[src/verilog/cpu_cfg.svh]
`ifndef CPU_CFG_SVH
`define CPU_CFG_SVH

`define WORD_W 8 // Data path width.
`define ADDR_W 8 // Data address and pc width.
`define OPC_W 6 // Opcode field width.
`define MEM_DEPTH (1 << `ADDR_W) // Bytes of data RAM.

// Loads and stores.
`define LDA 6'h00 // A <= mem[operand].
`define LDB 6'h01 // B <= mem[operand].
`define LDCA 6'h02 // A <= constant.
`define LDCB 6'h03 // B <= constant.
`define STA 6'h04 // mem[operand] <= A.
`define STB 6'h05 // mem[operand] <= B.

// Arithmetic and logic, register or constant source.
`define ADDA 6'h06
`define ADDB 6'h07
`define ADDCA 6'h08
`define ADDCB 6'h09
`define SUBA 6'h0A
`define SUBB 6'h0B
`define SUBCA 6'h0C
`define SUBCB 6'h0D
`define ANDA 6'h0E
`define ANDB 6'h0F
`define ANDCA 6'h10
`define ANDCB 6'h11
`define ORA 6'h12
`define ORB 6'h13
`define ORCA 6'h14
`define ORCB 6'h15
`define ASLA 6'h16 // Shift A left.
`define ASRA 6'h17 // Logical shift A right.

// Control flow.
`define JMP 6'h18
`define BAEQ 6'h19
`define BANE 6'h1A
`define BBEQ 6'h1B
`define BBNE 6'h1C
`define BACS 6'h1D
`define BACC 6'h1E
`define BBCS 6'h1F
`define BBCC 6'h20
`define BAMI 6'h21
`define BAPL 6'h22
`define BBMI 6'h23
`define BBPL 6'h24

`endif

[src/verilog/cpuPkg.sv]
`include "cpu_cfg.svh"

package cpuPkg;

	typedef logic [`WORD_W-1:0] wordT; // Data byte.
	typedef logic [`ADDR_W-1:0] addrT; // RAM address or pc.
	typedef logic [`OPC_W-1:0] opcodeT; // Instruction opcode.

	// One instruction word, opcode in the upper bits.
	typedef struct packed {
		opcodeT opcode; // Operation.
		wordT operand; // Address, constant or jump target.
	} instrT;

	// Status of one accumulator.
	typedef struct packed {
		logic carry; // Carry out, or borrow after subtract.
		logic zero; // Last result was zero.
		logic negative; // Bit 7 of last result.
	} flagsT;

	// Decoded strobes.
	typedef struct packed {
		logic writeA; // Load result into A.
		logic writeB; // Load result into B.
		logic flagsA; // Update A flags.
		logic flagsB; // Update B flags.
		logic useConst; // Source is the operand field.
		logic useMem; // Source is RAM read data.
		logic memWrite; // Store into RAM.
	} ctrlT;

endpackage

[src/verilog/accumulatorBank.sv]
`timescale 1ns/1ps

module accumulatorBank (
	input logic clk,
	input logic rstN,
	input cpuPkg::ctrlT ctrl,
	input cpuPkg::wordT result,
	input cpuPkg::flagsT nextFlagsA,
	input cpuPkg::flagsT nextFlagsB,
	output cpuPkg::wordT accA,
	output cpuPkg::wordT accB,
	output cpuPkg::flagsT flagsA,
	output cpuPkg::flagsT flagsB
);

	always_ff @(posedge clk) begin
		if (!rstN) begin
			accA <= '0;
			accB <= '0;
			flagsA <= '0;
			flagsB <= '0;
		end else begin
			if (ctrl.writeA) begin
				accA <= result;
			end
			if (ctrl.writeB) begin
				accB <= result;
			end
			if (ctrl.flagsA) begin
				flagsA <= nextFlagsA; // Own enable per flag set.
			end
			if (ctrl.flagsB) begin
				flagsB <= nextFlagsB;
			end
		end
	end

endmodule

[src/verilog/alu.sv]
`timescale 1ns/1ps
`include "cpu_cfg.svh"

module alu (
	input cpuPkg::opcodeT opcode,
	input cpuPkg::wordT accA,
	input cpuPkg::wordT accB,
	input cpuPkg::wordT operand,
	input cpuPkg::wordT ramData,
	input cpuPkg::ctrlT ctrl,
	input logic isJump,
	input cpuPkg::flagsT flagsA,
	input cpuPkg::flagsT flagsB,
	output cpuPkg::wordT result,
	output cpuPkg::flagsT nextFlagsA,
	output cpuPkg::flagsT nextFlagsB,
	output logic branchTaken
);

	logic targetB; // Operation works on B.
	cpuPkg::wordT dst; // Target accumulator value.
	cpuPkg::wordT src; // Selected source operand.
	logic [`WORD_W:0] sum9; // Sum or difference with carry bit.
	logic carryUpd; // Add or subtract in progress.
	cpuPkg::flagsT newFlags; // Flags of the target after this op.

	assign targetB = ctrl.writeB | (opcode == `STB); // STB writes nothing but reads B.
	assign dst = targetB ? accB : accA;
	assign src = ctrl.useConst ? operand :
		ctrl.useMem ? ramData :
		targetB ? accA : accB; // Otherwise the other accumulator.

	always_comb begin
		result = '0;
		sum9 = '0;
		carryUpd = 1'b0;
		if (!isJump) begin // Jumps produce no data.
			case (opcode)
				`LDA, `LDB, `LDCA, `LDCB: result = src;
				`STA, `STB: result = dst; // Pass-through to RAM.
				`ADDA, `ADDB, `ADDCA, `ADDCB: begin
					sum9 = {1'b0, dst} + {1'b0, src};
					result = sum9[`WORD_W-1:0];
					carryUpd = 1'b1;
				end
				`SUBA, `SUBB, `SUBCA, `SUBCB: begin
					sum9 = {1'b0, dst} - {1'b0, src}; // Top bit is the borrow.
					result = sum9[`WORD_W-1:0];
					carryUpd = 1'b1;
				end
				`ANDA, `ANDB, `ANDCA, `ANDCB: result = dst & src;
				`ORA, `ORB, `ORCA, `ORCB: result = dst | src;
				`ASLA: result = dst << 1;
				`ASRA: result = dst >> 1; // Zero fills bit 7.
				default: result = '0;
			endcase
		end
	end

	// Flags follow the value being written now.
	always_comb begin
		newFlags.carry = targetB ? flagsB.carry : flagsA.carry;
		if (carryUpd) begin
			newFlags.carry = sum9[`WORD_W];
		end
		newFlags.zero = (result == '0);
		newFlags.negative = result[`WORD_W-1];
		nextFlagsA = ctrl.flagsA ? newFlags : flagsA; // Other side keeps its flags.
		nextFlagsB = ctrl.flagsB ? newFlags : flagsB;
	end

	always_comb begin
		branchTaken = 1'b0;
		if (isJump) begin
			case (opcode)
				`JMP: branchTaken = 1'b1;
				`BAEQ: branchTaken = flagsA.zero;
				`BANE: branchTaken = ~flagsA.zero;
				`BBEQ: branchTaken = flagsB.zero;
				`BBNE: branchTaken = ~flagsB.zero;
				`BACS: branchTaken = flagsA.carry;
				`BACC: branchTaken = ~flagsA.carry;
				`BBCS: branchTaken = flagsB.carry;
				`BBCC: branchTaken = ~flagsB.carry;
				`BAMI: branchTaken = flagsA.negative;
				`BAPL: branchTaken = ~flagsA.negative;
				`BBMI: branchTaken = flagsB.negative;
				`BBPL: branchTaken = ~flagsB.negative;
				default: branchTaken = 1'b0;
			endcase
		end
	end

endmodule

[src/verilog/controlUnit.sv]
`timescale 1ns/1ps
`include "cpu_cfg.svh"

module controlUnit (
	input logic rstN,
	input cpuPkg::opcodeT opcode,
	output cpuPkg::ctrlT ctrl,
	output logic isJump
);

	always_comb begin
		ctrl = '0; // Nothing happens by default.
		isJump = 1'b0;
		if (rstN) begin // Held quiet during reset.
			case (opcode)
				`LDA: begin
					ctrl.writeA = 1'b1;
					ctrl.flagsA = 1'b1;
					ctrl.useMem = 1'b1; // Byte from RAM.
				end
				`LDB: begin
					ctrl.writeB = 1'b1;
					ctrl.flagsB = 1'b1;
					ctrl.useMem = 1'b1;
				end
				`LDCA: begin
					ctrl.writeA = 1'b1;
					ctrl.flagsA = 1'b1;
					ctrl.useConst = 1'b1; // Immediate byte.
				end
				`LDCB: begin
					ctrl.writeB = 1'b1;
					ctrl.flagsB = 1'b1;
					ctrl.useConst = 1'b1;
				end
				`STA, `STB: begin
					ctrl.memWrite = 1'b1; // Flags untouched by stores.
				end
				// A op B, and the shifts of A.
				`ADDA, `SUBA, `ANDA, `ORA, `ASLA, `ASRA: begin
					ctrl.writeA = 1'b1;
					ctrl.flagsA = 1'b1;
				end
				`ADDCA, `SUBCA, `ANDCA, `ORCA: begin
					ctrl.writeA = 1'b1;
					ctrl.flagsA = 1'b1;
					ctrl.useConst = 1'b1; // A op constant.
				end
				`ADDB, `SUBB, `ANDB, `ORB: begin
					ctrl.writeB = 1'b1; // B op A.
					ctrl.flagsB = 1'b1;
				end
				`ADDCB, `SUBCB, `ANDCB, `ORCB: begin
					ctrl.writeB = 1'b1;
					ctrl.flagsB = 1'b1;
					ctrl.useConst = 1'b1; // B op constant.
				end
				`JMP,
				`BAEQ, `BANE, `BBEQ, `BBNE,
				`BACS, `BACC, `BBCS, `BBCC,
				`BAMI, `BAPL, `BBMI, `BBPL: begin
					isJump = 1'b1; // Only pc may change.
				end
				default: begin
					ctrl = '0; // Unknown opcode acts as a no-op.
					isJump = 1'b0;
				end
			endcase
		end
	end

endmodule

[src/verilog/cpuCore.sv]
`timescale 1ns/1ps

module cpuCore (
	input logic clk,
	input logic rstN,
	input cpuPkg::instrT instr,
	output cpuPkg::addrT pc,
	output logic memWrite,
	output cpuPkg::addrT memAddr,
	output cpuPkg::wordT memWData
);

	cpuPkg::ctrlT ctrl; // Decoded strobes.
	logic isJump;
	cpuPkg::wordT accA;
	cpuPkg::wordT accB;
	cpuPkg::flagsT flagsA;
	cpuPkg::flagsT flagsB;
	cpuPkg::flagsT nextFlagsA;
	cpuPkg::flagsT nextFlagsB;
	cpuPkg::wordT result; // ALU output, also store data.
	cpuPkg::wordT ramData;
	logic branchTaken;

	assign memWrite = ctrl.memWrite; // Store port mirrors the RAM write.
	assign memAddr = instr.operand;
	assign memWData = result;

	controlUnit i_controlUnit (
		.rstN(rstN),
		.opcode(instr.opcode),
		.ctrl(ctrl),
		.isJump(isJump)
	);

	alu i_alu (
		.opcode(instr.opcode),
		.accA(accA),
		.accB(accB),
		.operand(instr.operand),
		.ramData(ramData),
		.ctrl(ctrl),
		.isJump(isJump),
		.flagsA(flagsA),
		.flagsB(flagsB),
		.result(result),
		.nextFlagsA(nextFlagsA),
		.nextFlagsB(nextFlagsB),
		.branchTaken(branchTaken)
	);

	accumulatorBank i_accumulatorBank (
		.clk(clk),
		.rstN(rstN),
		.ctrl(ctrl),
		.result(result),
		.nextFlagsA(nextFlagsA),
		.nextFlagsB(nextFlagsB),
		.accA(accA),
		.accB(accB),
		.flagsA(flagsA),
		.flagsB(flagsB)
	);

	programCounter i_programCounter (
		.clk(clk),
		.rstN(rstN),
		.branchTaken(branchTaken),
		.target(instr.operand), // Jump target field.
		.pc(pc)
	);

	dataRam i_dataRam (
		.clk(clk),
		.write(ctrl.memWrite),
		.addr(instr.operand),
		.wData(result),
		.rData(ramData)
	);

endmodule

[src/verilog/dataRam.sv]
`timescale 1ns/1ps
`include "cpu_cfg.svh"

module dataRam (
	input logic clk,
	input logic write,
	input cpuPkg::addrT addr,
	input cpuPkg::wordT wData,
	output cpuPkg::wordT rData
);

	cpuPkg::wordT mem [`MEM_DEPTH]; // Contents survive reset.

	assign rData = mem[addr]; // Read in the same cycle.

	always_ff @(posedge clk) begin
		if (write) begin
			mem[addr] <= wData;
		end
	end

endmodule

[src/verilog/programCounter.sv]
`timescale 1ns/1ps

module programCounter (
	input logic clk,
	input logic rstN,
	input logic branchTaken,
	input cpuPkg::addrT target,
	output cpuPkg::addrT pc
);

	always_ff @(posedge clk) begin
		if (!rstN) begin
			pc <= '0; // Start of program.
		end else if (branchTaken) begin
			pc <= target;
		end else begin
			pc <= pc + 1'b1; // Wraps from 255 to 0.
		end
	end

endmodule

[config.mk]
export PLATFORM = sky130hd
export DESIGN_NAME = cpuCore
export DESIGN_NICKNAME = d
export VERILOG_FILES = /design/src/verilog/cpuPkg.sv /design/src/verilog/accumulatorBank.sv /design/src/verilog/alu.sv /design/src/verilog/controlUnit.sv /design/src/verilog/cpuCore.sv /design/src/verilog/dataRam.sv /design/src/verilog/programCounter.sv
export VERILOG_INCLUDE_DIRS = /design/src /design/src/verilog
export SDC_FILE = /design/constraint.sdc
export NUM_CORES = 2
export LEC_CHECK = 0
export ABC_AREA = 1
export BUFFER_PORTS_ARGS = -buffer_cell sky130_fd_sc_hd__buf_4
export CAP_MARGIN = 10
export CORE_MARGIN = 10
export CORE_UTILIZATION = 55
export DETAILED_ROUTE_END_ITERATION = 8
export PLACE_DENSITY_LB_ADDON = 0.12
export SYNTH_ARGS = -nofsm -noshare
export SYNTH_HDL_FRONTEND = slang
export SYNTH_SLANG_ARGS = --single-unit
[constraint.sdc]
create_clock -name clk -period 29.8 [get_ports clk]
set_input_delay 5.96 -clock clk [delete_from_list [all_inputs] [get_ports clk]]
set_output_delay 5.96 -clock clk [all_outputs]
set_load 0.005 [all_outputs]
==> qor_table.md <==
| Result | This run |
|:---|:---|
| Cell area reported after detailed placement | 89400 µm² |
| Layout net count | 8400 |
| Initial drt markers | 7322 |
| Residual DRC | 0 |
| Min Tclk post-route | 20.52 ns |
| Count of hold-fix buffers inserted at cts | 0 |
| Count of flip-flops with a built-in enable after synthesis | 2048 |
| Final Skew | 0.0460 ns |
| Class of the most critical setup path | in -> out |
| Synth Cell Area | 87400 µm² |
| Wirelength, routed | 239000 µm |
| Clk pin slew, worst setup/hold paths | 0.06 ns |
| Ports placed on the boundary | 41 |
| Post-cts repair resize count | 0 |
| Final setup viols | 0 |
| Kind of path behind the tightest hold check | reg -> reg |
| Total number of yosys warnings | 0 |
| Global-route wire length before repair | 356000 µm |
| Tcrit/Tclk final | 0.688 |
| Number of antenna-violating nets in the routed design | 0 |
| Highest clock frequency the design can meet | 48.7 MHz |
| Pre-CTS WS | 9.47 ns |
| Worst Tran Pin Value | 1.25 ns |
| Count of final hold-check violations | 0 |
| Total of max-cap violations | 0 |
| Fraction of met2 tracks used by global routing | 0.420 |
| Prevailing post-synth register cell | sky130_fd_sc_hd__edfxtp_1 |
| Synth async-reset ratio | 0 |
| Most used standard cells in the synthesized netlist | sky130_fd_sc_hd__nor2_1, sky130_fd_sc_hd__edfxtp_1, sky130_fd_sc_hd__nand2_1 |
| Maximum VDD drop | 0.0000599 V |
| Data required time at the worst endpoint | 23.84 ns |
| Proportion of synthesized chip area in sequential cells | 0.710 |
| Count of input and output buffers | 40 |
| Peak-usage layer in the global routing report | met2 |
| Crit path launch type | input port |
| Largest net degree at the start of global routing | 163 |
| Max Buffers Root-to-Sink | 3 |
| Met3 track demand over resource in global routing | 0.0633 |
| Area grow syn2layout | 9.52% |
| Vias in the first global route | 55900 |
| CTS tree | built |
| Leakage power summed over all cells | 38.1 nW |
| Cell repeated most along the worst path | sky130_fd_sc_hd__nand2_1 |
| Layout cell share with drive strength beyond 1 | 0.0556 |
| Worst relative slew slack | 0.163 |
| Clock buffers created by TritonCTS | 206 |
| Count of cell types in the netlist | 47 |
| Detailed Routing Iterations Pass 1 | 7 |
| Power density of the placed cells | 65.3 nW/µm² |
| Worst path max stage delay | 0.76 ns |
| Std-Cell Rows | 146 |
| Detailed-route vias per instance | 5.51 |
| Vertical die dimension | 419 µm |
| Number of buffers inserted to repair setup after CTS | 0 |
| Via count | 58400 |
| Area leader, netlist | sky130_fd_sc_hd__edfxtp_1 |
| Portion of synthesized cell area occupied by the leading cell type | 0.703 |
| Worst-case setup margin in the final layout | 9.28 ns |
| Initial antenna violation count | 5 |
| Die area | 175000 µm² |
| Avg WL per Cell | 22.6 µm |
| Placeable core region | 158000 µm² |
| Critical path arrival | 14.56 ns |
| Final Instance Area | 95800 µm² |
| Peak fanout along the critical path | 106 |
| GRT overflow | 0 |
| Run status | complete, no violations |
| Sum of negative setup slack | 0 ns |
| Final number of max-transition violations | 0 |
| Buffer cell driving the clock tree root | sky130_fd_sc_hd__clkbuf_16 |
| Setup repair after global routing missed its margin | no |
| Level count of the clock H-tree | 4 |
| Combined global-route utilization of all metal layers | 0.270 |
| Register bit total from synthesis | 2076 |
| Slowest cell on the critical path | sky130_fd_sc_hd__buf_4 |
| Syn Nets | 8462 |
| CP endpoint kind | output port |
| HPWL after detailed placement | 135000 µm |
| Leading cell type by number of instances after synthesis | sky130_fd_sc_hd__nor2_1 |
| Mean area per synthesized cell | 10.4 µm² |
| Clock latency reported for the late side of the worst-skew pair | 0.86 ns |
| Post-synthesis cell count | 8418 |
| Initial cell density of the core | 0.553 |
| Final estimated routing congestion in global placement | 0.861 |
| Met1 usage in global routing | 0.376 |
| Die width | 419 µm |
| Clk sink count | 2076 |
| Leading cell types by total area after synthesis | sky130_fd_sc_hd__edfxtp_1, sky130_fd_sc_hd__nor2_1, sky130_fd_sc_hd__nand2_1 |
report_power, final:
| part | leakage, nW | switching [W] | internal (W) |
|---|---|---|---|
| Sequential | 19.8 | 0.00000196 | 0.00328 |
| Clock | 3.13 | 0.00110 | 0.00139 |
| Combinational | 15.2 | 0.000388 | 0.0000973 |
per-stage QoR:
stage	utilization	hold slack [ns]	total power, W	std cells
floorplan	-	0.465	0.00365	8418
global placement	0.565	0.478	0.00382	10200
detailed placement	0.565	0.484	0.00383	10200
CTS	0.605	0.495	0.00628	10600
global route	0.605	0.537	0.00644	10600
finish	0.605	0.495	0.00626	10600
sequential cells by signal, summed over array words and instances (netlist names):
register,cells
i_accumulatorBank.flagsA,3
i_programCounter.pc,8
i_accumulatorBank.accA,7
i_accumulatorBank.flagsB,3
i_dataRam.mem,2048
i_accumulatorBank.accB,7
cell usage in the layout, fill, tap and decap left out, types with 6 or more instances in the layout:
master                      synthesis  layout
sky130_fd_sc_hd__bufinv_16          0      10
sky130_fd_sc_hd__clkinv_2           0      41
sky130_fd_sc_hd__a21oi_1           47      47
sky130_fd_sc_hd__nand2_2           11      27
sky130_fd_sc_hd__dfxtp_1           28      28
sky130_fd_sc_hd__buf_4             11     111
sky130_fd_sc_hd__clkbuf_16          0     212
sky130_fd_sc_hd__o21ai_2            7       7
sky130_fd_sc_hd__inv_1            359     350
sky130_fd_sc_hd__ha_1              26      26
sky130_fd_sc_hd__inv_2              7       6
sky130_fd_sc_hd__clkbuf_1         107      52
sky130_fd_sc_hd__o211ai_1          10      10
sky130_fd_sc_hd__nand2_1         2031    2014
sky130_fd_sc_hd__o21ai_0          252     252
sky130_fd_sc_hd__clkinv_1           2      50
sky130_fd_sc_hd__buf_12             0      10
sky130_fd_sc_hd__o21ai_1           19      19
sky130_fd_sc_hd__inv_8              0      10
sky130_fd_sc_hd__o21bai_1          42      42
sky130_fd_sc_hd__nand4_1           10      10
sky130_fd_sc_hd__edfxtp_1        2048    2048
sky130_fd_sc_hd__nor2_2            11       9
sky130_fd_sc_hd__nor2_1          3052    3051
sky130_fd_sc_hd__nand3_1           22      22
kinds of logic after synthesis:
| family | after synthesis | share of synthesized area |
|---|---|---|
| AOI/OAI and AO/OA | 394 | 0.0249 |
| DFF | 2076 | 0.710 |
| xor gates and xnor gates | 3 | 0.000301 |
| buffers and inverters | 761 | 0.0373 |
| and+or+nand+nor | 5156 | 0.224 |
| adders and majority gates | 28 | 0.00418 |
worst paths after layout:
path	end	cells after the start	slack [ns]	from
hold / removal	i_programCounter.pc[0]	1	0.50	i_programCounter.pc[0]
hold reg to reg	i_programCounter.pc[0]	1	0.50	i_programCounter.pc[0]
setup / recovery	memWData[6]	35	9.28	instr[1]
setup reg to reg	i_dataRam.mem[111][6]	27	23.46	i_dataRam.mem[64][0]
worst max-delay path: cells and delay by family:
kind,cells,cell delay [ns]
adders and majority gates,2,0.48
AOI/OAI and AO/OA,5,1.36
and+or+nand+nor,19,2.31
buffers and inverters,9,4.30
area by class of cell:
cell class                 count  area (µm²)
fill                       12800       62400
clock buffer                 265        5510
multi-input combinational   5581       22200
inverter                     369        1480
timing repair buffer         122        1050
clock inverter               112         876
tap                         2072        2590
antenna                        1        2.50
sequential                  2076       62100
per-layer routing:
layer | vias up | routed length [µm]
met4 | 0 | 7870
met1 | 28100 | 98100
met3 | 394 | 24100
met5 | - | 0
li1 | 27300 | -
met2 | 2671 | 109000
Power figures use the tool's default switching activity.
